==> src/hdl/dds_sig_pkg.sv <==
package dds_sig_pkg;

   ////////////////////
   // sample widths
   ////////////////////

   localparam int PHASE_W  = 32;
   localparam int SAMPLE_W = 12;
   localparam int SYMBOL_W = 2;

   typedef logic [PHASE_W-1:0]  phase_t;    // accumulator and tuning word
   typedef logic [SAMPLE_W-1:0] sample_t;   // offset binary
   typedef logic [SYMBOL_W-1:0] symbol_t;   // two low lfsr bits

   localparam sample_t SAMPLE_MID = sample_t'(2048);   // zero level
   localparam sample_t SAMPLE_MAX = '1;

   ////////////////////
   // selector encodings
   ////////////////////

   // codes 5..7 are illegal and give a zero output
   typedef enum logic [2:0] {
      ASK  = 3'd0,
      FSK  = 3'd1,
      BPSK = 3'd2,
      LFSR = 3'd3,
      QPSK = 3'd4
   } mod_mode_e;

   typedef enum logic [1:0] {
      SIN    = 2'd0,
      COS    = 2'd1,
      SAW    = 2'd2,
      SQUARE = 2'd3
   } carrier_sel_e;

   // all four dds waveforms, same sample instant
   typedef struct packed {
      sample_t sin;
      sample_t cos;
      sample_t squ;
      sample_t saw;
   } carrier_bus_t;

endpackage

==> src/hdl/dds_reg_pkg.sv <==
package dds_reg_pkg;

   typedef logic [7:0]  apb_addr_t;
   typedef logic [31:0] apb_data_t;

   typedef struct packed {
      logic      psel;
      logic      penable;
      logic      pwrite;
      apb_addr_t paddr;
      apb_data_t pwdata;
   } apb_req_t;

   typedef struct packed {
      apb_data_t prdata;
      logic      pready;
      logic      pslverr;
   } apb_rsp_t;

   ////////////////////
   // register map
   ////////////////////
   localparam apb_addr_t CTRL_ADDR   = 8'h00;   // [2:0] mode, [5:4] carrier
   localparam apb_addr_t TUNE_ADDR   = 8'h04;   // phase increment
   localparam apb_addr_t SYMBOL_ADDR = 8'h08;   // lfsr state, read only

   typedef struct packed {
      dds_sig_pkg::mod_mode_e    mode;
      dds_sig_pkg::carrier_sel_e carrier;
      dds_sig_pkg::phase_t       tune;
   } mod_cfg_t;

endpackage

==> src/hdl/dds_apb_regs.sv <==
`timescale 1ns/10ps
`default_nettype none

module dds_apb_regs (
   input  logic                  CLK_25MHZ,
   input  logic                  reset_from_key,
   input  dds_reg_pkg::apb_req_t apb_req,
   output dds_reg_pkg::apb_rsp_t apb_rsp,
   input  logic [4:0]            lfsr_state,
   output dds_reg_pkg::mod_cfg_t cfg
);
   import dds_sig_pkg::*;
   import dds_reg_pkg::*;

   logic      access;    // second cycle of a transfer
   logic      addr_ok;
   logic      wr_err;
   logic      wr_en;
   apb_data_t rd_data;

   assign access  = apb_req.psel && apb_req.penable;
   assign addr_ok = (apb_req.paddr == CTRL_ADDR) || (apb_req.paddr == TUNE_ADDR) ||
                    (apb_req.paddr == SYMBOL_ADDR);
   assign wr_err  = apb_req.pwrite && (apb_req.paddr == SYMBOL_ADDR);   // status is read only
   assign wr_en   = access && apb_req.pwrite && addr_ok && !wr_err;

   ////////////////////
   // config registers
   ////////////////////

   always_ff @(posedge CLK_25MHZ) begin
      if (reset_from_key) begin
         cfg <= '{mode: ASK, carrier: SIN, tune: '0};
      end else if (wr_en) begin
         case (apb_req.paddr)
            CTRL_ADDR: begin
               cfg.mode    <= mod_mode_e'(apb_req.pwdata[2:0]);    // illegal codes kept as is
               cfg.carrier <= carrier_sel_e'(apb_req.pwdata[5:4]);
            end
            TUNE_ADDR: cfg.tune <= phase_t'(apb_req.pwdata);
            default: ;
         endcase
      end
   end

   ////////////////////
   // readback
   ////////////////////

   always_comb begin
      rd_data = '0;
      case (apb_req.paddr)
         CTRL_ADDR: begin
            rd_data[2:0] = cfg.mode;
            rd_data[5:4] = cfg.carrier;
         end
         TUNE_ADDR:   rd_data = cfg.tune;
         SYMBOL_ADDR: rd_data[4:0] = lfsr_state;
         default:     rd_data = '0;
      endcase
   end

   // no wait states, errors only in the access cycle
   always_comb begin
      apb_rsp.prdata  = (access && !apb_req.pwrite) ? rd_data : '0;
      apb_rsp.pready  = 1'b1;
      apb_rsp.pslverr = access && (!addr_ok || wr_err);
   end

   // access phase must come straight after a setup phase
   a_setup_first: assert property (
      @(posedge CLK_25MHZ) disable iff (reset_from_key)
      apb_req.penable |-> $past(apb_req.psel) && !$past(apb_req.penable)
   ) else $error("apb penable without setup cycle");

   a_addr_stable: assert property (
      @(posedge CLK_25MHZ) disable iff (reset_from_key)
      access |-> $stable(apb_req.paddr)
   ) else $error("apb paddr changed between setup and access");

endmodule

`default_nettype wire

==> src/hdl/dds_mod_top.sv <==
`timescale 1ns/10ps
`default_nettype none

module dds_mod_top #(
   parameter int unsigned SYMBOL_DIV = 25_000_000   // clocks per symbol step
) (
   input  logic                  CLK_25MHZ,
   input  logic                  reset_from_key,
   input  dds_reg_pkg::apb_req_t apb_req,
   output dds_reg_pkg::apb_rsp_t apb_rsp,
   output dds_sig_pkg::sample_t  carrier_out,
   output dds_sig_pkg::sample_t  modulated_out,
   output logic [4:0]            lfsr_state
);
   import dds_sig_pkg::*;
   import dds_reg_pkg::*;

   mod_cfg_t     cfg;        // mode, carrier, tune
   carrier_bus_t carriers;

   ////////////////////
   // control
   ////////////////////

   dds_apb_regs u_regs (
      .CLK_25MHZ      (CLK_25MHZ),
      .reset_from_key (reset_from_key),
      .apb_req        (apb_req),
      .apb_rsp        (apb_rsp),
      .lfsr_state     (lfsr_state),   // status readback
      .cfg            (cfg)
   );

   ////////////////////
   // sources
   ////////////////////

   dds_waveform u_dds (
      .CLK_25MHZ      (CLK_25MHZ),
      .reset_from_key (reset_from_key),
      .tune           (cfg.tune),
      .carriers       (carriers)
   );

   symbol_lfsr #(
      .SYMBOL_DIV (SYMBOL_DIV)
   ) u_symbols (
      .CLK_25MHZ      (CLK_25MHZ),
      .reset_from_key (reset_from_key),
      .lfsr_state     (lfsr_state)
   );

   // output stage
   mod_combiner u_combiner (
      .CLK_25MHZ      (CLK_25MHZ),
      .reset_from_key (reset_from_key),
      .carriers       (carriers),
      .lfsr_state     (lfsr_state),
      .mode           (cfg.mode),
      .carrier        (cfg.carrier),
      .carrier_out    (carrier_out),
      .modulated_out  (modulated_out)
   );

endmodule

`default_nettype wire

==> src/hdl/dds_waveform.sv <==
`timescale 1ns/10ps
`default_nettype none

module dds_waveform (
   input  logic                      CLK_25MHZ,
   input  logic                      reset_from_key,
   input  dds_sig_pkg::phase_t       tune,
   output dds_sig_pkg::carrier_bus_t carriers
);
   import dds_sig_pkg::*;

   typedef logic [5:0]  table_idx_t;   // 64 entry sine table
   typedef logic [10:0] quarter_amp_t;

   phase_t     phase;
   table_idx_t sin_idx;
   table_idx_t cos_idx;

   ////////////////////
   // sine table
   ////////////////////

   // first quarter, round(2047*sin) at the middle of each step
   function automatic quarter_amp_t quarter_wave(input logic [3:0] k);
      quarter_amp_t amp;
      case (k)
         4'd0:    amp = 11'd100;
         4'd1:    amp = 11'd300;
         4'd2:    amp = 11'd497;
         4'd3:    amp = 11'd690;
         4'd4:    amp = 11'd875;
         4'd5:    amp = 11'd1052;
         4'd6:    amp = 11'd1219;
         4'd7:    amp = 11'd1375;
         4'd8:    amp = 11'd1517;
         4'd9:    amp = 11'd1644;
         4'd10:   amp = 11'd1756;
         4'd11:   amp = 11'd1850;
         4'd12:   amp = 11'd1927;
         4'd13:   amp = 11'd1986;
         4'd14:   amp = 11'd2025;
         default: amp = 11'd2045;
      endcase
      return amp;
   endfunction

   // rebuild the full period from one quarter
   function automatic sample_t sine_lookup(input table_idx_t idx);
      logic [3:0]   k;
      quarter_amp_t amp;
      k   = idx[4] ? ~idx[3:0] : idx[3:0];   // falling quarters run backwards
      amp = quarter_wave(k);
      if (idx[5]) begin
         return SAMPLE_MID - sample_t'(amp);   // negative half
      end
      return SAMPLE_MID + sample_t'(amp);
   endfunction

   ////////////////////
   // phase accumulator
   ////////////////////

   always_ff @(posedge CLK_25MHZ) begin
      if (reset_from_key) begin
         phase <= '0;
      end else begin
         phase <= phase + tune;   // wraps naturally
      end
   end

   assign sin_idx = phase[PHASE_W-1 -: 6];
   assign cos_idx = sin_idx + 6'd16;   // quarter turn ahead, mod 64

   // waveforms lag the phase by one edge
   always_ff @(posedge CLK_25MHZ) begin
      carriers.sin <= sine_lookup(sin_idx);
      carriers.cos <= sine_lookup(cos_idx);
      carriers.squ <= phase[PHASE_W-1] ? '0 : SAMPLE_MAX;   // high in first half
      carriers.saw <= phase[PHASE_W-1 -: SAMPLE_W];
   end

endmodule

`default_nettype wire

==> src/hdl/mod_combiner.sv <==
`timescale 1ns/10ps
`default_nettype none

module mod_combiner (
   input  logic                      CLK_25MHZ,
   input  logic                      reset_from_key,
   input  dds_sig_pkg::carrier_bus_t carriers,
   input  logic [4:0]                lfsr_state,
   input  dds_sig_pkg::mod_mode_e    mode,
   input  dds_sig_pkg::carrier_sel_e carrier,
   output dds_sig_pkg::sample_t      carrier_out,
   output dds_sig_pkg::sample_t      modulated_out
);
   import dds_sig_pkg::*;

   symbol_t sym;
   sample_t carrier_nxt;
   sample_t mod_nxt;

   assign sym = symbol_t'(lfsr_state[1:0]);

   ////////////////////
   // carrier select
   ////////////////////

   always_comb begin
      case (carrier)
         SIN:     carrier_nxt = carriers.sin;
         COS:     carrier_nxt = carriers.cos;
         SAW:     carrier_nxt = carriers.saw;
         SQUARE:  carrier_nxt = carriers.squ;
         default: carrier_nxt = '0;
      endcase
   end

   ////////////////////
   // modulation select
   ////////////////////

   // inversion of an offset binary sample is 4095 - x
   always_comb begin
      case (mode)
         ASK:  mod_nxt = sym[0] ? carriers.sin : '0;             // on-off keying
         FSK:  mod_nxt = carriers.sin;                           // frequency from tune
         BPSK: mod_nxt = sym[0] ? carriers.sin : ~carriers.sin;
         LFSR: mod_nxt = sym[0] ? '0 : SAMPLE_MID;               // raw symbol level
         QPSK: begin
            case (sym)
               2'b01:   mod_nxt = ~carriers.sin;
               2'b10:   mod_nxt = ~carriers.cos;
               2'b11:   mod_nxt = carriers.sin;
               default: mod_nxt = carriers.cos;   // symbol 00
            endcase
         end
         default: mod_nxt = '0;   // unused codes
      endcase
   end

   always_ff @(posedge CLK_25MHZ) begin
      if (reset_from_key) begin
         carrier_out   <= '0;
         modulated_out <= '0;
      end else begin
         carrier_out   <= carrier_nxt;
         modulated_out <= mod_nxt;
      end
   end

   // software can still program codes 5..7
   a_mode_legal: assert property (
      @(posedge CLK_25MHZ) disable iff (reset_from_key)
      mode inside {ASK, FSK, BPSK, LFSR, QPSK}
   ) else $warning("modulation mode %0d outside the defined set", mode);

endmodule

`default_nettype wire

==> src/hdl/symbol_lfsr.sv <==
`timescale 1ns/10ps
`default_nettype none

module symbol_lfsr #(
   parameter int unsigned SYMBOL_DIV = 25_000_000   // clocks per symbol
) (
   input  logic       CLK_25MHZ,
   input  logic       reset_from_key,
   output logic [4:0] lfsr_state
);
   localparam int unsigned      CNT_W    = (SYMBOL_DIV > 1) ? $clog2(SYMBOL_DIV) : 1;
   localparam logic [CNT_W-1:0] CNT_LAST = CNT_W'(SYMBOL_DIV - 1);
   localparam logic [4:0]       SEED     = 5'b00001;

   logic [CNT_W-1:0] div_cnt;
   logic             sym_step;   // one clock per symbol

   assign sym_step = (div_cnt == CNT_LAST);

   always_ff @(posedge CLK_25MHZ) begin
      if (reset_from_key) begin
         div_cnt <= '0;
      end else if (sym_step) begin
         div_cnt <= '0;
      end else begin
         div_cnt <= div_cnt + 1'b1;
      end
   end

   // fibonacci form, taps 5 and 3
   always_ff @(posedge CLK_25MHZ) begin
      if (reset_from_key) begin
         lfsr_state <= SEED;
      end else if (sym_step) begin
         lfsr_state <= {lfsr_state[3:0], lfsr_state[4] ^ lfsr_state[2]};
      end
   end

   // all zero would lock the sequence
   a_never_zero: assert property (
      @(posedge CLK_25MHZ) disable iff (reset_from_key)
      lfsr_state != '0
   ) else $error("lfsr reached the all zero state");

endmodule

`default_nettype wire
==> config.mk <==
export PLATFORM = sky130hd
export DESIGN_NAME = dds_mod_top
export DESIGN_NICKNAME = d
export VERILOG_FILES = /design/src/hdl/dds_sig_pkg.sv /design/src/hdl/dds_reg_pkg.sv /design/src/hdl/dds_apb_regs.sv /design/src/hdl/dds_mod_top.sv /design/src/hdl/dds_waveform.sv /design/src/hdl/mod_combiner.sv /design/src/hdl/symbol_lfsr.sv
export SDC_FILE = /design/constraint.sdc
export NUM_CORES = 1
export LEC_CHECK = 0
export ABC_AREA = 1
export BUFFER_PORTS_ARGS = -buffer_cell sky130_fd_sc_hd__buf_2
export CAP_MARGIN = 25
export CELL_PAD_IN_SITES_DETAIL_PLACEMENT = 0
export CELL_PAD_IN_SITES_GLOBAL_PLACEMENT = 2
export CORE_UTILIZATION = 29
export CTS_CLUSTER_DIAMETER = 150
export DETAILED_ROUTE_END_ITERATION = 16
export PLACE_DENSITY = 0.84
export REMOVE_ABC_BUFFERS = 1
export SYNTH_ARGS = -nofsm -noshare
export SYNTH_HDL_FRONTEND = slang
export SYNTH_HIERARCHICAL = 1
export SYNTH_SLANG_ARGS = --single-unit
==> constraint.sdc <==
create_clock -name CLK_25MHZ -period 1.9 [get_ports CLK_25MHZ]
set_clock_uncertainty 0.05 [all_clocks]
set_input_delay 0.19 -clock CLK_25MHZ [delete_from_list [all_inputs] [get_ports CLK_25MHZ]]
set_output_delay 0.19 -clock CLK_25MHZ [all_outputs]
set_load 0.05 [all_outputs]
==> metrics.md, run 1 <==
| Metric | Value |
|---|---|
| Num CTS Buffers | `17` |
| Crit path buf inv count | `6` |
| Via count | `11.3k` |
| Largest net degree at the start of global routing | `33` |
| IO Port Bufs | `106` |
| Number of cell rows | `70` |
| Clock transition at path regs | `0.07 ns` |
| Maximum VDD drop | `0.435 mV` |
| Critical Path AT | `2.36 ns` |
| Utilization after layout | `0.398` |
| Synth Flop Type | `dfxtp_1` |
| Total Wirelength | `35100 µm` |
| First-pass iteration count of the detailed router | `5` |
| Clock Tree Buf Depth | `2` |
| WL/cell | `14.5 µm` |
| # H-tree levels | `4` |
| EDFF count, synth | `0` |
| Run status | `complete, but fails checks` |
| Ys async rst share | `0` |
| Iter 0 DRT Violations | `691` |
| Cells after Synth | `1684` |
| Top cell type's share of synthesized area | `0.299` |
| Synth Register Bits | `160` |
| Crit path kind | `reg -> reg` |
| Fin. Hold Viols | `0` |
| Syn avg cell area | `6.36 µm²` |
| I/O pin total | `108` |
| Initial core utilization | `0.293` |
| Placer congestion estimate | `0.896` |
| Most frequent cell after synthesis | `nand2_1` |
| Setup crit end kind | `register` |
| PD cells | `508 nW/µm²` |
| Post-synthesis sequential area ratio | `0.299` |
| RSZ-0062 raised after global routing | `true` |
| Global-route usage over all layers | `0.187` |
| GRT overflow | `0` |
| Max Slew Vio Count | `0` |
| Netlist Area Pre-Place | `10700 µm²` |
| Post-route DRC | `0` |
| Area leader, netlist | `dfxtp_1` |
| Area delta synth->final | `35.7%` |
| Synth top area cells | `dfxtp_1 30%, nand2_1 15%, inv_1 7.9%, nor2_1 7.9%, ha_1 7.2%` |
| HPWL after DPL | `27300 µm` |
| Period minus WS final | `2.02 ns` |
| Max Cap Viol | `0` |
| Critical path's top delay family | `simple AND/OR/NAND/NOR gates` |
| Synth warn | `6` |
| Die ar. | `37700 µm²` |
| Share of layout cells above drive strength 1 | `0.296` |
| Clock root cell | `clkbuf_16` |
| CTS Sinks | `160` |
| Worst path cell trace | `inv_8, nand2_4, buf_6, nand2_8, buf_6, nand2_4, nand2_4, o21ai_2, ha_4, inv_2, nor2_1, nand3_1, buf_4, nand3_1, nand2_1, inv_1` |
| Antenna Violating Nets Remaining | `0` |
| CP peak stage delay | `0.41 ns` |
| Commonest cells post-synth | `437 x nand2_1, 226 x inv_1, 226 x nor2_1` |
| Die X | `194 µm` |
| Post-route setup slack | `-0.117 ns` |
| First-pass GRT wire length | `56200 µm` |
| # setup viols final | `11` |
| Overall power | `7.38 mW` |
| Relative slew margins | `0.371` |
| Cell mode on critical path | `nand2_4` |
| Leak pwr | `6.68 nW` |
| CTS tree | `built` |
| Worst path required time | `2.24 ns` |
| Failing checks | `negative setup slack` |
| Hold crit path type | `in -> reg` |
| CP Launch Type | `register` |
| Crit path max fanout | `6` |
| Vias in the first global route | `10.8k` |
| Diode count | `0` |
| Max Fclk | `496 MHz` |
| Slowest-stage cell, CP | `dfxtp_4` |
| Nets@finish | `2049` |
| Via density | `4.67` |
| Initial antenna violation count | `0` |
| Die extent in y | `194 µm` |
| Clk_lat worst skew | `0.45 ns` |
| Final Cycle Share | `1.06` |
| Core Box Area | `36500 µm²` |
| Worst Tran Pin Value | `0.940 ns` |
| Synth cell types | `46` |
-- registers in the layout, summed over array words and instances (netlist names) --
| register | cells |
|---|---|
| u_symbols/lfsr_state | 5 |
| u_combiner/carrier_out | 12 |
| u_combiner/modulated_out | 12 |
| u_regs/cfg | 37 |
| u_dds/carriers | 37 |
| u_symbols/div_cnt | 25 |
| u_dds/phase | 32 |
-- what timing repair did --
item | in CTS | in global routing
hold buffers | 5 | 0
endpoints found under the hold margin | 5 | 0
pin swaps | 24 | 40
setup endpoints to repair | 38 | 45
gates resized for setup | 86 | 159
setup buffers | 13 | 5
-- cell type report --
cell class / count / area, µm²
fill: 3831 / 22000
clock inverter: 14 / 193
sequential: 160 / 3220
clock buffer: 18 / 439
multi-input combinational: 1221 / 7070
tap: 468 / 586
timing repair buffer: 298 / 2100
inverter: 243 / 922
-- stage by stage --
step	hold WS, ns	cell area (µm²)	cells	setup slack [ns]	TNS [ns]
3_3_place_gp	0.303	12800	2368	-0.264	-3.14
5_1_grt	0.0211	14500	2422	-0.314	-3.09
4_1_cts	0.00831	13900	2417	-0.101	-0.606
2_1_floorplan	0.209	10300	1624	-0.430	-10.48
3_5_place_dp	0.301	12800	2368	-0.306	-3.95
6_report	0.0247	14500	2422	-0.117	-0.799
-- layer usage --
| metal | vias to the layer above | track usage | share of wire |
|---|---|---|---|
| met2 | 204 | 0.316 | 0.48 |
| met4 | 0 | 0.0579 | 0.020 |
| met1 | 5201 | 0.243 | 0.47 |
| li1 | 5849 | - | - |
| met5 | - | 0 | 0 |
| met3 | 47 | 0.0287 | 0.032 |
-- final timing paths --
check | from | endpoint | slack [ns] | depth (start not counted)
worst max-delay path | u_dds/phase[30]$_SDFF_PP0_ | u_dds/carriers[42]$_DFF_P_ | -0.12 | 16
worst min-delay path | apb_req[26] | u_regs/cfg[26]$_SDFFE_PP0P_ | 0.02 | 5
worst max register to register | u_dds/phase[30]$_SDFF_PP0_ | u_dds/carriers[42]$_DFF_P_ | -0.12 | 16
worst min register to register | u_dds/phase[21]$_SDFF_PP0_ | u_dds/carriers[1]$_DFF_P_ | 0.31 | 0
-- cell families after synthesis --
group           synth area share
flops                      0.299
fa+ha+maj                 0.0743
buf+inv                    0.123
compound gates             0.102
xor+xnor                  0.0188
simple gates               0.383
other cells             0.000350
-- layout by cell type, fill, tap and decap left out, drive strengths merged, types with 2 or more instances in the layout --
| cell | instances |
|---|---|
| o22ai | 2 |
| a21o | 2 |
| a21oi | 117 |
| nand2 | 469 |
| xnor2 | 7 |
| dlygate4sd3 | 5 |
| bufinv | 3 |
| nand3b | 9 |
| a31oi | 4 |
| dfxtp | 160 |
| ha | 62 |
| nand3 | 127 |
| o211ai | 4 |
| o221ai | 2 |
| clkbuf | 21 |
| and2 | 2 |
| nor3 | 40 |
| o21ai | 68 |
| o21a | 4 |
| buf | 290 |
| clkinv | 2 |
| inv | 251 |
| nor4 | 2 |
| nand4 | 43 |
| o21bai | 3 |
| nor2 | 235 |
| xor2 | 16 |
-- tightest hold or removal path, stage by stage --
cell     delay [ns]
buf_2          0.08
inv_1          0.03
nand4_1        0.07
nand2_1        0.04
nor2_1         0.07
-- where the power goes --
| part | internal, mW | total [mW] | switching (mW) |
|---|---|---|---|
| logic | 0.0975 | 0.291 | 0.193 |
| clock network | 2.15 | 3.72 | 1.57 |
| registers | 3.36 | 3.37 | 0.00590 |
(Power assumes the default switching activity.)
==> run 2: changes to the inputs <==
- CORE_UTILIZATION: 29 -> 30
- PLACE_DENSITY: 0.84 -> 0.86
- REMOVE_ABC_BUFFERS: 1 -> default
- SYNTH_HIERARCHICAL: 1 -> default
==> metrics.md, run 2 <==
| Metric | Value |
|---|---|
| Run status | `complete, but fails checks` |
| Failing checks | `negative setup slack` |
| Area delta synth->final | `42.9%` |
| Reg2Reg Depth | `12 (-4)` |
| Synth top area cells | `dfxtp_1 33%, nand2_1 14%, nor2_1 8.5%, ha_1 8.0%, inv_1 6.1%` |
| Cell mode on critical path | `ha_4` |
| Crit path max fanout | `8 (+2)` |
| Relative slew margins | `0.447 (+0.0760)` |
| Synth cell types | `49 (+6.5%)` |
| Met3 Usage GRT | `0.0255 (-0.00323)` |
| # setup viols final | `11 (unchanged)` |
| Syn Nets | `1558` |
| GRT overflow | `0 (unchanged)` |
| Placer congestion estimate | `0.840 (-6.2%)` |
| Most frequent cell after synthesis | `nand2_1` |
| Diode count | `0 (unchanged)` |
| Met1 Resource Use GR | `0.250 (+0.00681)` |
| # H-tree levels | `4 (unchanged)` |
| Via count | `9964 (-12%)` |
| Max Fclk | `476 MHz (-4.0%)` |
| RSZ-0062 raised after global routing | `true` |
| Largest registers | `u_dds.carriers (37), u_regs.cfg (37), u_dds.phase (32)` |
| Max Slew Vio Count | `0 (unchanged)` |
| Die extent in y | `181 µm (-6.6%)` |
| Area leader, netlist | `dfxtp_1` |
| HPWL after DPL | `22800 µm (-17%)` |
| Die ar. | `32900 µm² (-13%)` |
| Worst path cell trace | `clkinv_8, nand2_8, nand2_4, ha_4, nand3_2, o211ai_1, and2_4, ha_4, buf_4, nor2_2, xor2_1, inv_1` |
| EDFF count, synth | `0 (unchanged)` |
| PD cells | `519 nW/µm² (+2.2%)` |
| CP peak stage delay | `0.46 ns (+0.05 ns)` |
| Clk_lat worst skew | `0.43 ns (-0.02 ns)` |
| Most frequent cells in the layout | `317 x nand2_1, 191 x nor2_1, 151 x inv_1, 144 x dfxtp_1, 139 x buf_4` |
| Netlist Area Pre-Place | `9650 µm² (-9.9%)` |
| Vias in the first global route | `9529 (-12%)` |
| Post-route DRC | `0 (unchanged)` |
| Period minus WS final | `2.10 ns (+0.0843 ns)` |
| Clock Tree Buf Depth | `2 (unchanged)` |
| Overall power | `7.16 mW (-3.0%)` |
| Syn avg cell area | `6.66 µm² (+4.7%)` |
| Core Box Area | `31600 µm² (-13%)` |
| Largest net degree at the start of global routing | `39 (+18%)` |
| Most common cell after layout, fill and taps aside | `nand2_1` |
| Sum Neg Setup Slack | `-1.73 ns (-0.933 ns)` |
| Maximum VDD drop | `0.646 mV (+49%)` |
| WL/cell | `14.2 µm (-2.3%)` |
| Hold Path Cell Cnt | `3 (-2)` |
| Worst path required time | `2.18 ns (-0.06 ns)` |
| Hold Crit Start | `apb_req[5]` |
| Crit path kind | `reg -> reg` |
| CTS tree | `built` |
| Global-route usage over all layers | `0.182 (-0.00443)` |
| Clock root cell | `clkbuf_16` |
| Crit path from | `u_dds.phase[30]$_SDFF_PP0_` |
| IO Port Bufs | `106 (unchanged)` |
| Fill cell count | `3199 (-16%)` |
| Commonest cells post-synth | `368 x nand2_1, 219 x nor2_1, 160 x dfxtp_1` |
| GR Util met2 | `0.300 (-0.0158)` |
| Iter 0 DRT Violations | `540 (-22%)` |
| CP Launch Type | `register` |
| Synth warn | `0 (-6)` |
| Final hold slack | `0.00982 ns (-0.0148 ns)` |
| Busiest layer in global routing | `met2` |
| Final instance area | `13800 µm² (-5.1%)` |
| Final Cycle Share | `1.11 (+0.0444)` |
| Post-route setup slack | `-0.201 ns (-0.0843 ns)` |
| Clock transition at path regs | `0.07 ns (about the same)` |
| CTS Sinks | `160 (unchanged)` |
| Utilization after layout | `0.436 (+0.0381)` |
| Share of layout cells above drive strength 1 | `0.317 (+0.0203)` |
| Antenna Violating Nets Remaining | `0 (unchanged)` |
| Hold crit path type | `in -> reg` |
| Critical path's top delay family | `simple AND/OR/NAND/NOR gates` |
| R2R Setup Slk | `-0.20 ns (-0.08 ns)` |
| Setup crit end kind | `register` |
| Slowest-stage cell, CP | `dfxtp_4` |
| Leak pwr | `6.45 nW (-3.4%)` |
| I/O pin total | `108 (unchanged)` |
| Cells after Synth | `1450 (-14%)` |
| Via density | `4.71 (+0.87%)` |
| Fin. Hold Viols | `0 (unchanged)` |
| Max Cap Viol | `0 (unchanged)` |
| Crit path buf inv count | `3 (-3)` |
| Hold EP | `u_regs.cfg[5]$_SDFFE_PP0P_` |
| Critical Path AT | `2.38 ns (+0.02 ns)` |
| Total Wirelength | `30000 µm (-15%)` |
| Synth Flop Type | `dfxtp_1` |
| Worst r2r src | `u_dds.phase[30]$_SDFF_PP0_` |
| Post-DP Area | `11900 µm² (-6.7%)` |
| Number of cell rows | `65 (-7.1%)` |
| Nets@finish | `1810 (-12%)` |
| First-pass GRT wire length | `48100 µm (-14%)` |
| Ys async rst share | `0 (unchanged)` |
| Worst Tran Pin Value | `0.826 ns (-0.114 ns)` |
| Initial core utilization | `0.305 (+0.0118)` |
| Num CTS Buffers | `17 (unchanged)` |
| First-pass iteration count of the detailed router | `5 (unchanged)` |
| Post-synthesis sequential area ratio | `0.332 (+0.0328)` |
| Synth Register Bits | `160 (unchanged)` |
| Top cell type's share of synthesized area | `0.332 (+0.0328)` |
| Die X | `181 µm (-6.6%)` |
| R2r endpoint | `u_dds.carriers[38]$_DFF_P_` |
| Initial antenna violation count | `0 (unchanged)` |
run 2: final cells by class:
| class | count | area, µm² | area share |
|---|---|---|---|
| Multi-Input combinational cell | 1070 | 6740 | 0.488 |
| Sequential cell | 160 | 3230 | 0.234 |
| Inverter | 168 | 649 | 0.0471 |
| Timing Repair Buffer | 285 | 2070 | 0.150 |
| Clock buffer | 17 | 425 | 0.0308 |
| Tap cell | 402 | 503 | 0.0364 |
| Clock inverter | 15 | 184 | 0.0133 |
run 2: worst reg2reg max path, cell delays in order (launching register included):
cell and delay (ns):
dfxtp_4 0.46, clkinv_8 0.14, nand2_8 0.12, nand2_4 0.09, ha_4 0.18, nand3_2 0.05, o211ai_1 0.08, and2_4 0.19
ha_4 0.17, buf_4 0.13, nor2_2 0.11, xor2_1 0.19, inv_1 0.06
run 2: kinds of logic (layout without fill, tap and decap cells):
kind of cell / after synthesis / after routing / share of synthesized area
compound gates: 202 / 202 / 0.120
xor+xnor: 35 / 35 / 0.0318
fa+ha+maj: 63 / 63 / 0.0824
buf+inv: 220 / 485 / 0.0967
flops: 160 / 160 / 0.332
other cells: 1 / 1 / 0.000388
simple gates: 769 / 769 / 0.337
run 2: how the worst max path moves through the flow:
stage,slack [ns],depth (start not counted),endpoint
finish,-0.20,12,u_dds.carriers[38]$_DFF_P_
global placement,-0.20,10,u_dds.phase[29]$_SDFF_PP0_
floorplan,-0.24,5,apb_rsp[10]
global route,-0.35,14,u_dds.carriers[44]$_DFF_P_
CTS,-0.12,17,u_dds.carriers[46]$_DFF_P_
detailed placement,-0.21,12,u_dds.phase[30]$_SDFF_PP0_
run 2: metal layers:
metal | share of wire | vias to the layer above
met5 | 0 | -
met4 | 0.011 | 0
met3 | 0.033 | 18
met2 | 0.46 | 184
met1 | 0.49 | 4574
li1 | - | 5188
run 2: power by group:
group | switching (mW) | internal (mW) | leakage, nW | total (mW)
Combinational | 0.170 | 0.111 | 4.85 | 0.281
Sequential | 0.00532 | 3.36 | 1.30 | 3.36
Clock | 1.72 | 1.80 | 0.298 | 3.52
Total | 1.90 | 5.27 | 6.45 | 7.16
run 2: repair_timing:
action	in CTS	in global routing
hold buffers	29	0
setup endpoints to repair	38	44
endpoints found under the hold margin	30	0
pin swaps	2	62
buffers inserted	0	13
gates resized for setup	32	188
run 2: metrics by stage:
stage / setup WS [ns] / std cells
6_report: -0.201 / 2117
5_1_grt: -0.353 / 2117
4_1_cts: -0.122 / 2104
3_5_place_dp: -0.209 / 2043
3_3_place_gp: -0.205 / 2043
2_1_floorplan: -0.242 / 1450
==> run 3: changes to the inputs <==
- CORE_MARGIN: default -> 2
==> metrics.md, run 3 (synthesized netlist as in run 2, its figures left out) <==
| Metric | Value |
|---|---|
| Critical Path AT | `2.38 ns (about the same)` |
| Fin. Hold Viols | `0 (unchanged)` |
| Clock root cell | `clkbuf_16` |
| Maximum VDD drop | `0.661 mV (+2.4%)` |
| Worst path cell trace | `clkinv_8, buf_4, nand2_4, nand2_4, buf_12, o21ai_4, ha_4, nand3_4, o21ai_4, nand2_2, xor2_1` |
| Sum Neg Setup Slack | `-1.54 ns (+0.196 ns)` |
| Leak pwr | `6.56 nW (+1.8%)` |
| Hold crit path type | `in -> reg` |
| Final Cycle Share | `1.11 (+0.00229)` |
| Fraction of power consumed by combinational cells | `0.041 (+0.002)` |
| Psw | `1.72 mW (-9.4%)` |
| Total Wirelength | `30500 µm (+1.8%)` |
| Initial antenna violation count | `0 (unchanged)` |
| Die X | `183 µm (+1.1%)` |
| Via density | `4.70 (-0.13%)` |
| Clock share of power | `0.500 (+0.009)` |
| Initial core utilization | `0.305 (unchanged)` |
| Failing checks | `negative setup slack` |
| Largest net degree at the start of global routing | `48 (+23%)` |
| Max Cap Viol | `0 (unchanged)` |
| Area delta synth->final | `46.3%` |
| Placer congestion estimate | `0.867 (+3.2%)` |
| Vias in the first global route | `9560 (+0.33%)` |
| RSZ-0062 raised after global routing | `true` |
| CP Launch Type | `register` |
| Period minus WS final | `2.11 ns (+0.00434 ns)` |
| CP peak stage delay | `0.44 ns (-0.02 ns)` |
| CTS Sinks | `160 (unchanged)` |
| Max Slew Vio Count | `0 (unchanged)` |
| Reg2Reg Depth | `11 (-1)` |
| # setup viols final | `13 (+2)` |
| Most common cell after layout, fill and taps aside | `nand2_1` |
| Switching Share | `0.234 (-0.0306)` |
| Post-DP Area | `12000 µm² (+0.15%)` |
| Iter 0 DRT Violations | `503 (-6.9%)` |
| Num CTS Buffers | `17 (unchanged)` |
| Cells after DPL | `2042 (-0.049%)` |
| Pre-CTS setup slack | `-0.238 ns (-0.0289 ns)` |
| Diode count | `0 (unchanged)` |
| Via count | `9975 (+0.11%)` |
| Fin cells | `2122 (+0.24%)` |
| Number of cell rows | `65 (unchanged)` |
| Register share of total power | `0.459 (-0.011)` |
| I/O pin total | `108 (unchanged)` |
| Post-route setup slack | `-0.205 ns (-0.00434 ns)` |
| IO Port Bufs | `106 (unchanged)` |
| Setup crit end kind | `register` |
| Worst path required time | `2.17 ns (about the same)` |
| Die ar. | `33600 µm² (+2.2%)` |
| HPWL after DPL | `23100 µm (+1.5%)` |
| Crit path max fanout | `8 (unchanged)` |
| GRT overflow | `0 (unchanged)` |
| Crit path kind | `reg -> reg` |
| Die extent in y | `183 µm (+1.1%)` |
| CTS tree | `built` |
| Clock Tree Buf Depth | `2 (unchanged)` |
| Max Fclk | `475 MHz (-0.21%)` |
| # H-tree levels | `4 (unchanged)` |
| Post-route DRC | `0 (unchanged)` |
| Antenna Violating Nets Remaining | `0 (unchanged)` |
| Clk_lat worst skew | `0.44 ns (about the same)` |
| Nets@finish | `1815 (+0.28%)` |
| WL/cell | `14.4 µm (+1.5%)` |
| Clock transition at path regs | `0.07 ns (about the same)` |
| Global-route usage over all layers | `0.180 (-0.00220)` |
| Share of layout cells above drive strength 1 | `0.331 (+0.0148)` |
| Int Pwr | `5.62 mW (+6.7%)` |
| Largest registers | `u_dds.carriers (37), u_regs.cfg (37), u_dds.phase (32)` |
| Run status | `complete, but fails checks` |
| Hold Path Cell Cnt | `3 (unchanged)` |
| First-pass GRT wire length | `48100 µm (about the same)` |
| Final instance area | `14100 µm² (+2.3%)` |
| PD cells | `520 nW/µm² (+0.12%)` |
| Slowest-stage cell, CP | `dfxtp_4` |
| Core Box Area | `31600 µm² (unchanged)` |
| Most frequent cells in the layout | `307 x nand2_1, 192 x nor2_1, 146 x inv_1, 144 x dfxtp_1, 133 x buf_4` |
| First-pass iteration count of the detailed router | `5 (unchanged)` |
## run 3: final cells by class
| type | instances | area [µm²] |
|---|---|---|
| Multi-Input combinational cell | 1070 | 6950 |
| Inverter | 168 | 648 |
| Clock inverter | 13 | 176 |
| Sequential cell | 160 | 3230 |
| Clock buffer | 19 | 443 |
| Timing Repair Buffer | 290 | 2180 |
| Tap cell | 402 | 503 |
| Fill cell | 3185 | 17500 |
## run 3: worst paths after layout
kind         slack [ns]                  startpoint                     endpoint
max               -0.21  u_dds.phase[30]$_SDFF_PP0_   u_dds.carriers[30]$_DFF_P_
min                0.03                  apb_req[2]  u_regs.cfg[36]$_SDFFE_PP0P_
max reg2reg       -0.21  u_dds.phase[30]$_SDFF_PP0_   u_dds.carriers[30]$_DFF_P_
min reg2reg        0.36  u_dds.phase[23]$_SDFF_PP0_    u_dds.carriers[3]$_DFF_P_
## run 3: critical path, delay by kind of cell (launching register included)
family | cells | cell delay, ns
flip-flops | 1 | 0.44
adder cells (fa/ha/maj) | 1 | 0.17
XOR/XNOR | 1 | 0.17
AO/OA/AOI/OAI | 2 | 0.41
AND/OR/NAND/NOR | 4 | 0.29
buffers and inverters | 3 | 0.47
## run 3: metal layers
layer | share of wire | global-route usage | vias to the layer above
li1 | - | - | 5189
met4 | 0.019 | 0.0611 | 0
met1 | 0.49 | 0.246 | 4574
met5 | 0 | 0 | -
met3 | 0.036 | 0.0260 | 34
met2 | 0.45 | 0.290 | 178
## run 3: power groups by stage
stage / clock network (mW) / logic, mW / registers [mW]
floorplan: 0 / 0.0940 / 3.48
global placement: 0 / 0.239 / 3.45
detailed placement: 0 / 0.240 / 3.45
CTS: 3.77 / 0.288 / 3.37
global route: 3.90 / 0.324 / 3.37
finish: 3.67 / 0.299 / 3.37
## run 3: through the flow
stage	hold WS (ns)	utilization	total power [mW]
floorplan	0.275	-	3.58
global route	0.0165	0.446	7.59
global placement	0.313	0.378	3.69
finish	0.0289	0.446	7.34
CTS	0.00714	0.416	7.43
detailed placement	0.319	0.378	3.69
## run 3: repair_timing
action	CTS	global route
endpoints found under the setup margin	40	53
hold endpoints to repair	30	0
pin swaps	22	56
buffers inserted	3	12
gates cloned	0	3
hold buffers	30	0
resized for setup	71	188
